$ cat config.mk
export PLATFORM = sky130hd
export DESIGN_NAME = mci_top
export DESIGN_NICKNAME = d
export VERILOG_FILES = /design/src/logic/mci_pkg.sv /design/src/logic/mci_wdt_if.sv /design/src/logic/mci_boot_if.sv /design/src/logic/mci_reg_block.sv /design/src/logic/mci_wdt.sv /design/src/logic/mci_boot_seqr.sv /design/src/logic/mci_top.sv
export SDC_FILE = /design/constraint.sdc
export NUM_CORES = 1
export LEC_CHECK = 0
export BUFFER_PORTS_ARGS = -buffer_cell sky130_fd_sc_hd__buf_2
export CAP_MARGIN = 20
export CORE_MARGIN = 2
export CORE_UTILIZATION = 50
export CTS_CLUSTER_DIAMETER = 30
export CTS_CLUSTER_SIZE = 20
export DETAILED_ROUTE_END_ITERATION = 10
export PLACE_DENSITY = 0.72
export SYNTH_ARGS = -nofsm -noshare
export SYNTH_HDL_FRONTEND = slang
export SYNTH_SLANG_ARGS = --single-unit
$ cat constraint.sdc
create_clock -name clk -period 4.7 [get_ports clk]
set_input_delay 0.47 -clock clk [delete_from_list [all_inputs] [get_ports clk]]
set_output_delay 0.47 -clock clk [all_outputs]
set_load 0.005 [all_outputs]
$ cat src/logic/mci_pkg.sv
// ~~~~~~~~~~~~~~~~~~~~
// Shared widths, types, register map and boot FSM states of the
// management core. Imported by the CSR bank, watchdog and sequencer
// ~~~~~~~~~~~~~~~~~~~~

package mci_pkg;

    // MCU reset held low for 2**width cycles on a request
    localparam int MCU_RST_COUNTER_WIDTH = 4;

    typedef logic [7:0]  reg_addr_t;
    typedef logic [31:0] data_t;
    typedef logic [31:0] wdt_period_t;
    typedef logic [31:0] err_vec_t;
    typedef logic [31:0] generic_wires_t;
    typedef logic [MCU_RST_COUNTER_WIDTH-1:0] rst_cnt_t;

    // Register byte addresses, low two bits ignored by decode
    localparam reg_addr_t ADDR_BOOT_GO         = 8'h00;
    localparam reg_addr_t ADDR_RESET_REQUEST   = 8'h04;
    localparam reg_addr_t ADDR_RESET_STATUS    = 8'h08;
    localparam reg_addr_t ADDR_WDT1_EN         = 8'h10;
    localparam reg_addr_t ADDR_WDT1_CTRL       = 8'h14;
    localparam reg_addr_t ADDR_WDT1_PERIOD     = 8'h18;
    localparam reg_addr_t ADDR_WDT2_EN         = 8'h1C;
    localparam reg_addr_t ADDR_WDT2_CTRL       = 8'h20;
    localparam reg_addr_t ADDR_WDT2_PERIOD     = 8'h24;
    localparam reg_addr_t ADDR_WDT_STATUS      = 8'h28;
    localparam reg_addr_t ADDR_ERROR_FATAL     = 8'h30;
    localparam reg_addr_t ADDR_ERROR_NON_FATAL = 8'h34;
    localparam reg_addr_t ADDR_GENERIC_IN      = 8'h40;
    localparam reg_addr_t ADDR_GENERIC_OUT     = 8'h44;

    // Boot sequencer states
    typedef enum logic [2:0] {
        BOOT_IDLE,
        BOOT_LC_INIT,
        BOOT_LC_WAIT,
        BOOT_FC_INIT,
        BOOT_FC_WAIT,
        BOOT_MCU_RUN,
        BOOT_MCU_RST
    } boot_state_t;

endpackage

$ cat src/logic/mci_wdt_if.sv
// ~~~~~~~~~~~~~~~~~~~~
// Watchdog control and status between the CSR bank and the timers
// ~~~~~~~~~~~~~~~~~~~~
`timescale 1ns/1ps

interface mci_wdt_if;
    import mci_pkg::*;

    // Configuration from the CSR bank
    logic        timer1_en;
    logic        timer2_en;
    wdt_period_t timer1_period;
    wdt_period_t timer2_period;

    // One-cycle pulses from W1 and W1C writes
    logic timer1_restart;
    logic timer2_restart;
    logic t1_serviced;
    logic t2_serviced;

    // Timeout levels and their set pulses
    logic t1_timeout;
    logic t2_timeout;
    logic t1_timeout_p;
    logic t2_timeout_p;

    modport reg_side (
        output timer1_en, timer2_en, timer1_period, timer2_period,
        output timer1_restart, timer2_restart, t1_serviced, t2_serviced,
        input  t1_timeout, t2_timeout, t1_timeout_p, t2_timeout_p
    );

    modport wdt_side (
        input  timer1_en, timer2_en, timer1_period, timer2_period,
        input  timer1_restart, timer2_restart, t1_serviced, t2_serviced,
        output t1_timeout, t2_timeout, t1_timeout_p, t2_timeout_p
    );

endinterface

$ cat src/logic/mci_boot_if.sv
// ~~~~~~~~~~~~~~~~~~~~
// Boot-go and MCU reset request path between CSR bank and sequencer
// ~~~~~~~~~~~~~~~~~~~~
`timescale 1ns/1ps

interface mci_boot_if;

    // Level, released to the sequencer from the CSR bank
    logic boot_go;
    // One-cycle pulse on a W1 write
    logic mcu_rst_req;

    // Pulses at the start of a requested MCU reset
    // First request only
    logic fw_boot_upd_reset;
    // Every later request
    logic fw_hitless_upd_reset;

    modport reg_side (
        output boot_go, mcu_rst_req,
        input  fw_boot_upd_reset, fw_hitless_upd_reset
    );

    modport seqr_side (
        input  boot_go, mcu_rst_req,
        output fw_boot_upd_reset, fw_hitless_upd_reset
    );

endinterface

$ cat src/logic/mci_reg_block.sv
// ~~~~~~~~~~~~~~~~~~~~
// CSR bank on the strobe register bus. Holds configuration, sticky
// error and reset status, and issues write-one pulses to the blocks
// ~~~~~~~~~~~~~~~~~~~~
`timescale 1ns/1ps

module mci_reg_block (
    input  logic                    clk,
    input  logic                    arst_n,
    input  logic                    reg_wr,
    input  logic                    reg_rd,
    input  mci_pkg::reg_addr_t      reg_addr,
    input  mci_pkg::data_t          reg_wdata,
    output mci_pkg::data_t          reg_rdata,
    input  mci_pkg::err_vec_t       agg_error_fatal,
    input  mci_pkg::err_vec_t       agg_error_non_fatal,
    output logic                    mci_error_fatal,
    output logic                    mci_error_non_fatal,
    input  mci_pkg::generic_wires_t mci_generic_input_wires,
    output mci_pkg::generic_wires_t mci_generic_output_wires,
    mci_wdt_if.reg_side             wdt,
    mci_boot_if.reg_side            boot
);
    import mci_pkg::*;

    reg_addr_t      word_addr;
    data_t          rd_mux;
    logic           boot_go_q;
    logic           wdt1_en_q;
    logic           wdt2_en_q;
    wdt_period_t    wdt1_period_q;
    wdt_period_t    wdt2_period_q;
    logic [1:0]     wdt_status_q;
    logic [1:0]     rst_status_q;
    err_vec_t       err_fatal_q;
    err_vec_t       err_non_fatal_q;
    generic_wires_t generic_out_q;

    // Word aligned decode
    assign word_addr = {reg_addr[7:2], 2'b00};

    // Write-one pulses, valid for the edge that takes the write
    assign boot.mcu_rst_req   = reg_wr && (word_addr == ADDR_RESET_REQUEST) && reg_wdata[0];
    assign wdt.timer1_restart = reg_wr && (word_addr == ADDR_WDT1_CTRL) && reg_wdata[0];
    assign wdt.timer2_restart = reg_wr && (word_addr == ADDR_WDT2_CTRL) && reg_wdata[0];
    // Clearing a status bit services that timer
    assign wdt.t1_serviced    = reg_wr && (word_addr == ADDR_WDT_STATUS) && reg_wdata[0];
    assign wdt.t2_serviced    = reg_wr && (word_addr == ADDR_WDT_STATUS) && reg_wdata[1];

    assign boot.boot_go       = boot_go_q;
    assign wdt.timer1_en      = wdt1_en_q;
    assign wdt.timer2_en      = wdt2_en_q;
    assign wdt.timer1_period  = wdt1_period_q;
    assign wdt.timer2_period  = wdt2_period_q;

    assign mci_generic_output_wires = generic_out_q;
    // Any sticky bit raises the aggregate line
    assign mci_error_fatal     = |err_fatal_q;
    assign mci_error_non_fatal = |err_non_fatal_q;

    // Plain read/write configuration
    always_ff @(posedge clk or negedge arst_n) begin
        if (!arst_n) begin
            boot_go_q     <= 1'b0;
            wdt1_en_q     <= 1'b0;
            wdt2_en_q     <= 1'b0;
            wdt1_period_q <= '0;
            wdt2_period_q <= '0;
            generic_out_q <= '0;
        end else if (reg_wr) begin
            case (word_addr)
                ADDR_BOOT_GO:     boot_go_q     <= reg_wdata[0];
                ADDR_WDT1_EN:     wdt1_en_q     <= reg_wdata[0];
                ADDR_WDT1_PERIOD: wdt1_period_q <= reg_wdata;
                ADDR_WDT2_EN:     wdt2_en_q     <= reg_wdata[0];
                ADDR_WDT2_PERIOD: wdt2_period_q <= reg_wdata;
                ADDR_GENERIC_OUT: generic_out_q <= reg_wdata;
                default: ;
            endcase
        end
    end

    // Sticky bits, W1C; a new event on the clearing edge is kept
    always_ff @(posedge clk or negedge arst_n) begin
        if (!arst_n) begin
            err_fatal_q     <= '0;
            err_non_fatal_q <= '0;
            rst_status_q    <= '0;
            wdt_status_q    <= '0;
        end else begin
            err_fatal_q <= (err_fatal_q
                & ~((reg_wr && word_addr == ADDR_ERROR_FATAL) ? reg_wdata : '0))
                | agg_error_fatal;
            err_non_fatal_q <= (err_non_fatal_q
                & ~((reg_wr && word_addr == ADDR_ERROR_NON_FATAL) ? reg_wdata : '0))
                | agg_error_non_fatal;
            rst_status_q <= (rst_status_q
                & ~((reg_wr && word_addr == ADDR_RESET_STATUS) ? reg_wdata[1:0] : 2'b00))
                | {boot.fw_hitless_upd_reset, boot.fw_boot_upd_reset};
            // Timeout set pulses already exclude the servicing edge
            wdt_status_q <= (wdt_status_q & ~{wdt.t2_serviced, wdt.t1_serviced})
                | {wdt.t2_timeout_p, wdt.t1_timeout_p};
        end
    end

    // Read mux, unmapped and pulse-only addresses return zero
    always_comb begin
        case (word_addr)
            ADDR_BOOT_GO:         rd_mux = {31'b0, boot_go_q};
            ADDR_RESET_STATUS:    rd_mux = {30'b0, rst_status_q};
            ADDR_WDT1_EN:         rd_mux = {31'b0, wdt1_en_q};
            ADDR_WDT1_PERIOD:     rd_mux = wdt1_period_q;
            ADDR_WDT2_EN:         rd_mux = {31'b0, wdt2_en_q};
            ADDR_WDT2_PERIOD:     rd_mux = wdt2_period_q;
            ADDR_WDT_STATUS:      rd_mux = {30'b0, wdt_status_q};
            ADDR_ERROR_FATAL:     rd_mux = err_fatal_q;
            ADDR_ERROR_NON_FATAL: rd_mux = err_non_fatal_q;
            ADDR_GENERIC_IN:      rd_mux = mci_generic_input_wires;
            ADDR_GENERIC_OUT:     rd_mux = generic_out_q;
            default:              rd_mux = '0;
        endcase
    end

    // Read data one cycle after the strobe, zero in between
    always_ff @(posedge clk or negedge arst_n) begin
        if (!arst_n) begin
            reg_rdata <= '0;
        end else begin
            reg_rdata <= reg_rd ? rd_mux : '0;
        end
    end

endmodule

$ cat src/logic/mci_wdt.sv
// ~~~~~~~~~~~~~~~~~~~~
// Two-stage watchdog. Timer 2 runs behind a timer 1 timeout, so an
// unserviced first stage escalates into the NMI stage
// ~~~~~~~~~~~~~~~~~~~~
`timescale 1ns/1ps

module mci_wdt (
    input  logic        clk,
    input  logic        arst_n,
    mci_wdt_if.wdt_side wdt
);
    import mci_pkg::*;

    wdt_period_t [1:0] cnt_q;
    wdt_period_t [1:0] period;
    logic [1:0]        run;
    logic [1:0]        restart;
    logic [1:0]        svc;
    logic [1:0]        clr;
    logic [1:0]        hit;
    logic [1:0]        set_p;
    logic [1:0]        timeout_q;

    // Index 0 is timer 1, index 1 is timer 2
    assign period  = {wdt.timer2_period, wdt.timer1_period};
    assign restart = {wdt.timer2_restart, wdt.timer1_restart};
    assign svc     = {wdt.t2_serviced, wdt.t1_serviced};

    // Cascade: first stage timeout starts the second stage
    assign run[0] = wdt.timer1_en;
    assign run[1] = wdt.timer2_en | timeout_q[0];

    always_comb begin
        for (int i = 0; i < 2; i++) begin
            // Counter back to zero on restart, service or disable
            clr[i]   = restart[i] | svc[i] | ~run[i];
            hit[i]   = run[i] && !timeout_q[i] && (cnt_q[i] == period[i]);
            // Servicing wins over a hit on the same edge
            set_p[i] = hit[i] && !svc[i];
        end
    end

    always_ff @(posedge clk or negedge arst_n) begin
        if (!arst_n) begin
            cnt_q     <= '0;
            timeout_q <= '0;
        end else begin
            for (int i = 0; i < 2; i++) begin
                if (clr[i]) begin
                    cnt_q[i] <= '0;
                end else if (!timeout_q[i]) begin
                    cnt_q[i] <= cnt_q[i] + 1'b1;
                end
                // Flag held until the status bit is written
                if (svc[i]) begin
                    timeout_q[i] <= 1'b0;
                end else if (set_p[i]) begin
                    timeout_q[i] <= 1'b1;
                end
            end
        end
    end

    assign wdt.t1_timeout   = timeout_q[0];
    assign wdt.t2_timeout   = timeout_q[1];
    assign wdt.t1_timeout_p = set_p[0];
    assign wdt.t2_timeout_p = set_p[1];

endmodule

$ cat src/logic/mci_boot_seqr.sv
// ~~~~~~~~~~~~~~~~~~~~
// Boot sequencer. Steps lifecycle and fuse init, releases the MCU and
// Caliptra resets, and runs counted MCU resets for firmware updates
// ~~~~~~~~~~~~~~~~~~~~
`timescale 1ns/1ps

module mci_boot_seqr (
    input  logic           clk,
    input  logic           arst_n,
    mci_boot_if.seqr_side  boot,
    input  logic           mci_boot_seq_brkpoint,
    output logic           lc_init,
    input  logic           lc_done,
    output logic           fc_opt_init,
    input  logic           fc_opt_done,
    output logic           mcu_rst_b,
    output logic           cptra_rst_b
);
    import mci_pkg::*;

    boot_state_t state_q;
    boot_state_t state_d;
    rst_cnt_t    rst_cnt_q;
    logic        mcu_reset_once_q;
    logic        rst_start;

    // Requests only honoured while the MCU runs
    assign rst_start = (state_q == BOOT_MCU_RUN) && boot.mcu_rst_req;

    always_comb begin
        state_d = state_q;
        case (state_q)
            // Breakpoint parks the FSM before any init
            BOOT_IDLE:    if (!mci_boot_seq_brkpoint) state_d = BOOT_LC_INIT;
            BOOT_LC_INIT: state_d = BOOT_LC_WAIT;
            BOOT_LC_WAIT: if (lc_done) state_d = BOOT_FC_INIT;
            BOOT_FC_INIT: state_d = BOOT_FC_WAIT;
            BOOT_FC_WAIT: if (fc_opt_done) state_d = BOOT_MCU_RUN;
            BOOT_MCU_RUN: if (rst_start) state_d = BOOT_MCU_RST;
            // Hold until the counter wraps
            BOOT_MCU_RST: if (&rst_cnt_q) state_d = BOOT_MCU_RUN;
            default:      state_d = BOOT_IDLE;
        endcase
    end

    always_ff @(posedge clk or negedge arst_n) begin
        if (!arst_n) begin
            state_q <= BOOT_IDLE;
        end else begin
            state_q <= state_d;
        end
    end

    // MCU reset hold counter
    always_ff @(posedge clk or negedge arst_n) begin
        if (!arst_n) begin
            rst_cnt_q <= '0;
        end else if (rst_start) begin
            rst_cnt_q <= '0;
        end else if (state_q == BOOT_MCU_RST) begin
            rst_cnt_q <= rst_cnt_q + 1'b1;
        end
    end

    // Registered outputs, decoded from the next state
    always_ff @(posedge clk or negedge arst_n) begin
        if (!arst_n) begin
            lc_init     <= 1'b0;
            fc_opt_init <= 1'b0;
            mcu_rst_b   <= 1'b0;
        end else begin
            lc_init     <= (state_d == BOOT_LC_INIT);
            fc_opt_init <= (state_d == BOOT_FC_INIT);
            mcu_rst_b   <= (state_d == BOOT_MCU_RUN);
        end
    end

    // First request is a boot update, later ones hitless
    always_ff @(posedge clk or negedge arst_n) begin
        if (!arst_n) begin
            mcu_reset_once_q          <= 1'b0;
            boot.fw_boot_upd_reset    <= 1'b0;
            boot.fw_hitless_upd_reset <= 1'b0;
        end else begin
            mcu_reset_once_q          <= mcu_reset_once_q | rst_start;
            boot.fw_boot_upd_reset    <= rst_start && !mcu_reset_once_q;
            boot.fw_hitless_upd_reset <= rst_start && mcu_reset_once_q;
        end
    end

    // Caliptra out of reset once fuses are done and boot-go is set
    assign cptra_rst_b = boot.boot_go
        && ((state_q == BOOT_MCU_RUN) || (state_q == BOOT_MCU_RST));

endmodule

$ cat src/logic/mci_top.sv
// ~~~~~~~~~~~~~~~~~~~~
// Management core top. Joins the CSR bank, watchdog and boot
// sequencer behind the strobe register bus
// ~~~~~~~~~~~~~~~~~~~~
`timescale 1ns/1ps

module mci_top (
    input  logic                    clk,
    input  logic                    arst_n,
    // Register bus
    input  logic                    reg_wr,
    input  logic                    reg_rd,
    input  mci_pkg::reg_addr_t      reg_addr,
    input  mci_pkg::data_t          reg_wdata,
    output mci_pkg::data_t          reg_rdata,
    // Subsystem errors
    input  mci_pkg::err_vec_t       agg_error_fatal,
    input  mci_pkg::err_vec_t       agg_error_non_fatal,
    output logic                    mci_error_fatal,
    output logic                    mci_error_non_fatal,
    // Generic wires
    input  mci_pkg::generic_wires_t mci_generic_input_wires,
    output mci_pkg::generic_wires_t mci_generic_output_wires,
    // Watchdog interrupts
    output logic                    mci_intr,
    output logic                    nmi_intr,
    // Boot and reset control
    input  logic                    mci_boot_seq_brkpoint,
    output logic                    lc_init,
    input  logic                    lc_done,
    output logic                    fc_opt_init,
    input  logic                    fc_opt_done,
    output logic                    mcu_rst_b,
    output logic                    cptra_rst_b
);

    mci_wdt_if  wdt_if ();
    mci_boot_if boot_if ();

    mci_reg_block i_mci_reg_block (
        .clk,
        .arst_n,
        .reg_wr,
        .reg_rd,
        .reg_addr,
        .reg_wdata,
        .reg_rdata,
        .agg_error_fatal,
        .agg_error_non_fatal,
        .mci_error_fatal,
        .mci_error_non_fatal,
        .mci_generic_input_wires,
        .mci_generic_output_wires,
        .wdt  (wdt_if.reg_side),
        .boot (boot_if.reg_side)
    );

    mci_wdt i_mci_wdt (
        .clk,
        .arst_n,
        .wdt (wdt_if.wdt_side)
    );

    mci_boot_seqr i_mci_boot_seqr (
        .clk,
        .arst_n,
        .boot (boot_if.seqr_side),
        .mci_boot_seq_brkpoint,
        .lc_init,
        .lc_done,
        .fc_opt_init,
        .fc_opt_done,
        .mcu_rst_b,
        .cptra_rst_b
    );

    // First stage to the MCU, second stage is the NMI
    assign mci_intr = wdt_if.t1_timeout;
    assign nmi_intr = wdt_if.t2_timeout;

endmodule

; ---- Word level (Yosys, flattened, before mapping)
; Cells that the tools add are included.
[classes]
n_addsub = 3
eq_ne = 26
muxes = 21
bitwise_logic = 20
n_reduce_logical = 42
[op_table]
columns = cell, count
row1 = $pmux 32 s11, 1
row2 = $mux 32, 7
row3 = $add 32x1->32 const B, 2
row4 = $and 32x32->32, 2
row5 = $eq 32x32->1, 2
row6 = $not 32->32, 2
row7 = $or 32x32->32, 2
row8 = $reduce_or 32->1, 2
row9 = $eq 6x4->1 const B, 5
row10 = $eq 6x3->1 const B, 4
row11 = $logic_and 1x1->1, 22
row12 = $pmux 3 s7, 1
row13 = $mux 3, 5
row14 = $eq 3x3->1 const B, 4
row15 = $eq 6x5->1 const B, 2
row16 = $reduce_and 2->1, 6
row17 = $eq 3x2->1 const B, 3
row18 = $logic_not 8->1, 1
row19 = $mux 4, 2
row20 = $eq 3x1->1 const B, 2
row21 = $eq 6x1->1 const B, 1
row22 = $eq 6x2->1 const B, 1
row23 = $or 1x1->1, 6
row24 = $reduce_bool 2->1, 3
row25 = other kinds (12), 24
[totals]
reg_bits = 278
in_bits = 143
output_inout_bits = 72
word_cells = 135

; ---- Longest topological paths before layout
; Gate-level depths: netlist of the first run.
[depth]
word_depth = 7
depth_mapped = 7
ltp_nobuf = 6

; ---- By module
; Synthesis of the first run repeated with hierarchy kept, for this count alone.
[hier_totals]
hier_cells = 1185
hier_area_um2 = 13226.4
[modules_own_cells]
columns = module, instances, cells_each, area_each_um2, seq_area_each_um2
row1 = mci_reg_block, 1, 687, 8484.4, 4979.8
row2 = mci_wdt, 1, 443, 4112.7, 1651.6
row3 = mci_boot_seqr, 1, 55, 629.4, 325.3

; ---- Least setup slack after synthesis of the first run
; No wires, ideal clock.
[synth_path]
path_kind = input port to flip-flop
from = input port reg_addr[6]
to = register i_mci_reg_block.wdt2_period_q[10], in the netlist i_mci_reg_block.wdt.timer2_period[10]
setup_time_ns = 0.127
arrival_ns = 1.963
t_required_ns = 4.573
path_slack_ns = 2.609
cell_stages = 6
n_path_buf = 2
path_cell_list = buf_2 > or4b_1 > nor2_2 > nand2_2 > buf_6 > mux2_1
[synth_between]
elab_chain_len = 2
[synth_rtl]
columns = element, line_no
row1 = from (decl), mci_top.sv:13  ; input mci_pkg::reg_addr_t reg_addr,
row2 = $eq 6x4->1, mci_reg_block.sv:71  ; case (word_addr)
row3 = $reduce_and 2->1 (no line), --
row4 = to (signal assigned), mci_reg_block.sv:76  ; ADDR_WDT2_PERIOD: wdt2_period_q <= reg_wdata;
row5 = to (decl), mci_reg_block.sv:32  ; wdt_period_t wdt2_period_q;
; No other way between the ends.
; A chain may end at the register's enable or synchronous reset.

; ---- Final worst setup path of the first run
[layout_path]
from = register i_mci_reg_block.err_non_fatal_q[25]
to = output port mci_error_non_fatal
[layout_between]
elab_chain_len = 1
[layout_rtl]
columns = element, line_no
row1 = from (decl), mci_reg_block.sv:36  ; err_vec_t err_non_fatal_q;
row2 = from (signal assigned), mci_reg_block.sv:94  ; err_non_fatal_q <= (err_non_fatal_q
row3 = $reduce_or 32->1, mci_reg_block.sv:59  ; assign mci_error_non_fatal = |err_non_fatal_q;
row4 = to (decl), mci_top.sv:20  ; output logic mci_error_non_fatal,
; No other way between the ends.

==> reports/results.tsv, run 1 <==
stage	metric	value	unit
cts	cts_resized	0	
yosys	synthCells	1211	
die	die_area	0.0281	mm²
cts	cts_made_buffers	58	
critical_path	critPathCaptureType	output port	
critical_path	worstReg2RegStart	i_mci_wdt.timeout_q[0]	
drt	wl_per_cell	21.1	µm
power	ir_worst_vdd	0.000289	V
yosys	seq_area_frac_synth	51.9	%
global_route	grt_max_degree	102	
layout	diodes	0	
critical_path	worstPathMaxFanout	3	
timing	drv_slew	0	
timing	tns	0	ns
cts	cts_hold_buf	1	
global_route	grt_usage	27.4	%
yosys	synth_fa_ha_area_share	0.280	%
yosys	synth_seq_cells	278	
cts	cts_post_setup_buffers_inserted	0	
timing	whs	0.0718	ns
run_status	outcome	finished, final reports clean	
timing	hold_viol	0	
critical_path	r2r.worst_path.cells	6	
critical_path	critPathArrivalTime	2.53	ns
critical_path	cp_slowest_stage_delay	0.61	ns
yosys	synthSimpleGateAreaFrac	14.9	%
cts	cts_sinks	278	
cts	path_clk_slew	0.05	ns
critical_path	critPathLaunch	i_mci_reg_block.err_non_fatal_q[25]	
cts	cts_max_level	2	
critical_path	critical_path_class	flop to output port	
placed_design	port_buffers	212	
yosys	yosysWarningCount	0	
critical_path	worstPathRequired	4.23	ns
timing	worstMarginPinSlew	1.02	ns
timing	layout_min_cycle_time	3.00	ns
critical_path	path_cells	nor4_1 -> nand4_1 -> or2_2 -> buf_2	
layout	nNetsFinal	1582	
yosys	synthArstFlopShare	100	%
critical_path	worst_setup_path_start_kind	flop	
drt	wirelength	38300	µm
die	num_io_pins	215	
hold_path	whs_path_depth	2	
yosys	synth.net_count	1357	
layout	area.growth.synth_to_final	25.2	%
timing	max-slew-margin-rel	31.5	%
layout	fill_cells	2007	
timing	min_period_over_period	63.8	%
yosys	muxShareOfSynthArea	13.3	%
timing	setup_viol	0	
global_route	grt_pass1_wl	59900	µm
drt	drt_iter0_drc	797	
global_route	antenna_found_initial	0	
timing	skew	0.0192	ns
drt	vias	10600	
die	core	0.0262	mm²
yosys	synth_top_family_by_area	simple AND/OR/NAND/NOR gates	
yosys	synth-xor-area-share	7.78	%
timing	rsz0062_at_grt	no	
hold_path	min_from	mci_boot_seq_brkpoint	
yosys	netlist_area	0.0134	mm²
cts	cts_tree	done	
die	start_util	51.1	%
die	die_h	168	µm
global_route	overflow	0	
yosys	synth_ff_type	dfrtp_1	
yosys	synth_edf_count	0	
layout	drive_gt1_share	26.1	%
drt	drc	0	
die	rows	59	
die	die_width	168	µm
yosys	syn_avg_cell_area	11.1	µm²
yosys	yosys.cell_types.count	59	
drt	drt-pass1-iter-count	5	
critical_path	cpMaxStageDelayCell	nor4_1	
global_route	grt_pass1_vias	10800	
job	max_cap_violations	0	
placed_design	dp_hpwl	26500	µm
cts	cts_buffer_depth	3	
hold_path	hp-class	input pin to flop	
power	p_leak	7.38	nW
cts	ctsRootBufferMaster	clkbuf_16	
drt	antenna_left	0	
timing	max_freq	0.333	GHz
cts	worstSkewPairLatency	0.57	ns
drt	post_drt_via_cell_ratio	5.83	
yosys	synth-compound-area-share	9.35	%
placed_design	gp_congestion	0.906	
power	p_per_area	456	mW/mm²
## registers in the layout, summed over array words and instances (netlist names), 2 cells and up
signal,flops
i_mci_wdt.cnt_q,64
i_mci_reg_block.err_fatal_q,32
i_mci_reg_block.err_non_fatal_q,32
i_mci_reg_block.mci_generic_output_wires,32
i_mci_reg_block.reg_rdata,32
i_mci_reg_block.wdt.timer1_period,32
i_mci_reg_block.wdt.timer2_period,32
i_mci_boot_seqr.rst_cnt_q,4
i_mci_boot_seqr.state_q,3
i_mci_reg_block.rst_status_q,2
i_mci_reg_block.wdt_status_q,2
i_mci_wdt.timeout_q,2
## critical path, delay by kind of cell (launching register included)
kind | cells | cell delay [ns]
and+or+nand+nor | 3 | 1.41
buffers and inverters | 1 | 0.13
DFF | 1 | 0.41
## area by class of cell
type                            instances  area [µm²]  area share, %
Inverter                                9        33.8          0.201
Clock buffer                           65        1520           9.05
Sequential cell                       278        6960           41.5
Multi-Input combinational cell        858        6140           36.6
Tap cell                              335         419           2.50
Timing Repair Buffer                  231        1230           7.34
Clock inverter                         42         477           2.84
## report_power, final
group	internal (W)	switching, W
combinational	0.000344	0.000403
clock	0.00276	0.00134
sequential	0.00258	0.000228
## cells in the mapped netlist, types with 2 or more instances
cell	instances	area share (%)
a31oi_1	2	0.093
xor2_1	27	1.8
and3_1	7	0.33
nor2b_1	7	0.33
a21o_1	66	3.7
and2_1	6	0.28
nand3_1	30	1.1
mux2i_1	65	4.9
a221oi_1	31	2.0
xnor2_1	92	6.0
or2_2	3	0.14
a21oi_1	17	0.63
nand2_1	108	3.0
nor2_2	2	0.093
nor4_1	34	1.6
and3b_1	2	0.13
clkbuf_1	32	0.90
nor2_1	100	2.8
ha_1	3	0.28
or3_1	15	0.70
mux2_2	36	3.0
buf_6	3	0.25
inv_1	9	0.25
buf_2	30	1.1
mux2_1	64	5.4
nor3_1	21	0.78
dfrtp_1	278	52
and4_1	7	0.46
nand3b_1	4	0.22
o21a_1	2	0.11
or2_1	2	0.093
nand2b_1	5	0.23
o22ai_1	30	1.4
o21ai_0	14	0.52
nand4_1	32	1.5
and4_4	2	0.17
## cell families (layout without fill, tap and decap cells)
kind of cell	Yosys count	count (layout)
buf+inv	75	347
mux	165	165
xor+xnor	119	119
fa+ha+maj	3	3
compound gates	174	174
flops	278	278
simple gates	397	397
## metal layers
metal  part of all wire, %  vias up  track usage, %
met5                     0        -               0
met4                   3.3        0            11.2
met3                   6.0       76            4.77
met2                    48      388            44.0
met1                    43     5323            37.1
li1                      -     4811               -
## path summary, 6_finish.rpt
kind	to	slack, ns
setup / recovery	mci_error_non_fatal	1.70
hold / removal	i_mci_boot_seqr.lc_init	0.07
setup reg to reg	i_mci_wdt.cnt_q[31]	2.42
hold reg to reg	i_mci_reg_block.rst_status_q[1]	0.43
max in group asynchronous	i_mci_wdt.cnt_q[20]	3.07
min in group asynchronous	i_mci_wdt.cnt_q[62]	0.55
## through the flow
stage                     worst slack (ns)  cell area [µm²]  total power (W)  utilization [%]  std cells
final                                 1.70            16800          0.00765             64.0       1818
after global routing                  1.77            16800          0.00792             64.0       1818
after CTS                             1.82            16800          0.00769             64.0       1818
after detailed placement              1.59            14800          0.00358             56.4       1710
after global placement                1.62            14800          0.00356             56.4       1710
after floorplan                       2.61            13400          0.00321                -       1211
## layout by cell type, fill, tap and decap left out, types with 10 or more instances in the layout
cell type	instances
a21o_1	66
a21oi_1	17
a221oi_1	31
buf_2	210
buf_4	18
clkbuf_16	59
clkinv_2	16
clkinvlp_4	10
dfrtp_1	278
mux2_1	64
mux2_2	36
mux2i_1	65
nand2_1	108
nand3_1	28
nand4_1	32
nor2_1	99
nor3_1	21
nor4_1	34
o21ai_0	14
o22ai_1	30
or3_1	15
xnor2_1	92
xor2_1	27
(Power assumes the default switching activity.)
==> inputs of run 2 (changes only) <==
- PLACE_DENSITY: 0.72 -> 0.75
- clock period: 4.7 -> 2.7 ns (I/O delays scaled with it)
==> reports/results.tsv, run 2 (same netlist as run 1, synthesis figures left out) <==
stage	metric	value	unit
run_status	outcome	finished, final reports clean	
critical_path	cp_num_buf_inv	1	
drt	wl_per_cell	21.7	µm
die	die_area	0.0281	mm²
hold_path	hp-class	input pin to flop	
critical_path	critPathCaptureType	output port	
layout	multi_input_area	0.00615	mm²
cts	cts_post_setup_buffers_inserted	0	
cts	cts_max_level	2	
layout	final_cell_area	0.0178	mm²
critical_path	worstPathMaxFanout	3	
layout	area.growth.synth_to_final	32.9	%
cts	cts_buffer_depth	3	
layout	layout.cells.non_filler	1913	
global_route	grt_max_degree	78	
timing	layout_min_cycle_time	2.62	ns
critical_path	worstReg2RegStart	i_mci_wdt.cnt_q[41]	
critical_path	path_cells	nor4_1 -> nand4_1 -> or2_2 -> buf_2	
hold_path	whs_path_depth	2	
placed_design	port_buffers	212	
die	num_io_pins	215	
cts	cts_sinks	278	
drt	drt_iter0_drc	962	
cts	path_clk_slew	0.05	ns
timing	drv_slew	0	
global_route	grt_pass1_vias	11700	
global_route	grt_pass1_wl	64300	µm
layout	nNetsFinal	1679	
die	rows	59	
hold_path	hold_end	i_mci_reg_block.wdt.timer2_period[30]	
layout	mostFrequentLayoutCells	278 x dfrtp_1, 210 x buf_2, 108 x nand2_1	
critical_path	r2r.worst_path.cells	5	
timing	max-slew-margin-rel	58.3	%
critical_path	worstPathRequired	2.43	ns
cts	ctsRootBufferMaster	clkbuf_16	
critical_path	cpMaxStageDelayCell	nor4_1	
timing	min_period_over_period	97.2	%
global_route	grt_usage	29.4	%
power	power	0.0137	W
placed_design	postPlaceCellArea	0.0149	mm²
timing	rsz0062_at_grt	no	
drt	drt-pass1-iter-count	5	
timing	tns	0	ns
critical_path	critical_path_class	flop to output port	
critical_path	crit_family	simple AND/OR/NAND/NOR gates	
power	p_leak	7.82	nW
die	start_util	51.1	%
timing	max_freq	0.381	GHz
global_route	overflow	0	
timing	worstMarginPinSlew	0.621	ns
critical_path	worst_setup_path_start_kind	flop	
critical_path	r2r-end	i_mci_wdt.cnt_q[58]	
job	max_cap_violations	0	
die	core	0.0262	mm²
critical_path	reg2reg_setup_slack	0.54	ns
power	ir_worst_vdd	0.000504	V
timing	hold_viol	0	
drt	drc	0	
global_route	antenna_found_initial	1	
timing	setup_viol	0	
timing	whs	0.00848	ns
placed_design	gp_congestion	0.897	
power	p_per_area	768	mW/mm²
layout	largest_reg_flops	64	
cts	cts_made_buffers	56	
layout	diodes	0	
drt	vias	11400	
cts	cts_tree	done	
placed_design	dp_hpwl	27500	µm
timing	skew	0.0361	ns
layout	layout_commonest_cell	dfrtp_1	
layout	drive_gt1_share	25.3	%
die	die_width	168	µm
drt	wirelength	41600	µm
layout	top_register	i_mci_wdt.cnt_q	
hold_path	min_from	reg_wdata[30]	
die	die_h	168	µm
layout	fill_cells	1775	
drt	antenna_left	0	
critical_path	critPathArrivalTime	2.35	ns
layout	seq_area	0.00696	mm²
placed_design	placedCellCount	1725	
critical_path	cp_slowest_stage_delay	0.47	ns
drt	post_drt_via_cell_ratio	5.96	
cts	worstSkewPairLatency	0.58	ns
-- run 2: cell count changes in the layout (fill, tap and decap cells not counted), sizes merged --
cell,previous run,this run
clkinv,19,15
clkbuf,65,66
buf,230,245
dlygate4sd3,1,85
bufinv,8,10
clkinvlp,10,7
-- run 2: worst max-delay path by stage --
| stage | from | endpoint | cells past startpoint | slack [ns] |
|---|---|---|---|---|
| after floorplan | i_mci_wdt.timeout_q[0] | i_mci_wdt.cnt_q[31] | 6 | 0.77 |
| after global routing | i_mci_reg_block.err_non_fatal_q[13] | mci_error_non_fatal | 4 | 0.02 |
| after detailed placement | reg_addr[4] | i_mci_reg_block.mci_generic_output_wires[20] | 6 | 0.57 |
| after CTS | i_mci_reg_block.err_non_fatal_q[6] | mci_error_non_fatal | 4 | 0.06 |
| after global placement | reg_addr[3] | i_mci_boot_seqr.boot.fw_boot_upd_reset | 5 | 0.55 |
| final | i_mci_reg_block.err_fatal_q[14] | mci_error_fatal | 4 | 0.08 |
-- run 2: timing repair --
item | in CTS | in global routing
gates resized for setup | 1 | 2
hold buffers | 85 | 0
hold endpoints to repair | 161 | 0
endpoints found under the setup margin | 1 | 1
-- run 2: worst register-to-register path: cells and delay by family (launching register included) --
| family | cells | cell delay (ns) |
|---|---|---|
| and+or+nand+nor | 4 | 1.47 |
| DFF | 1 | 0.42 |
| AOI/OAI and AO/OA | 1 | 0.18 |
-- run 2: area by class of cell --
| type | count | area share [%] |
|---|---|---|
| Timing Repair Buffer | 330 | 12.5 |
| Tap cell | 335 | 2.35 |
| Clock buffer | 66 | 8.41 |
| Clock inverter | 37 | 3.01 |
| Sequential cell | 278 | 39.1 |
| Inverter | 9 | 0.190 |
| Multi-Input combinational cell | 858 | 34.5 |
-- run 2: through the flow --
stage	utilization [%]	setup WS (ns)
after global routing	68.0	0.0248
after detailed placement	56.9	0.565
after global placement	56.9	0.553
after floorplan	-	0.773
after CTS	67.9	0.0599
final	68.0	0.0755
-- run 2: power breakdown --
group / internal, W / leakage (nW) / switching [W] / total (W)
Clock: 0.00495 / 0.977 / 0.00236 / 0.00732
Sequential: 0.00449 / 3.46 / 0.000390 / 0.00488
Combinational: 0.000713 / 3.38 / 0.000771 / 0.00148
-- run 2: routing by layer --
layer	share of wire [%]	track usage (%)	up-vias
met1	39	36.5	5694
met3	7.9	7.37	141
met2	50	49.5	541
met4	3.5	11.8	2
li1	-	-	5017
met5	0.036	0	-
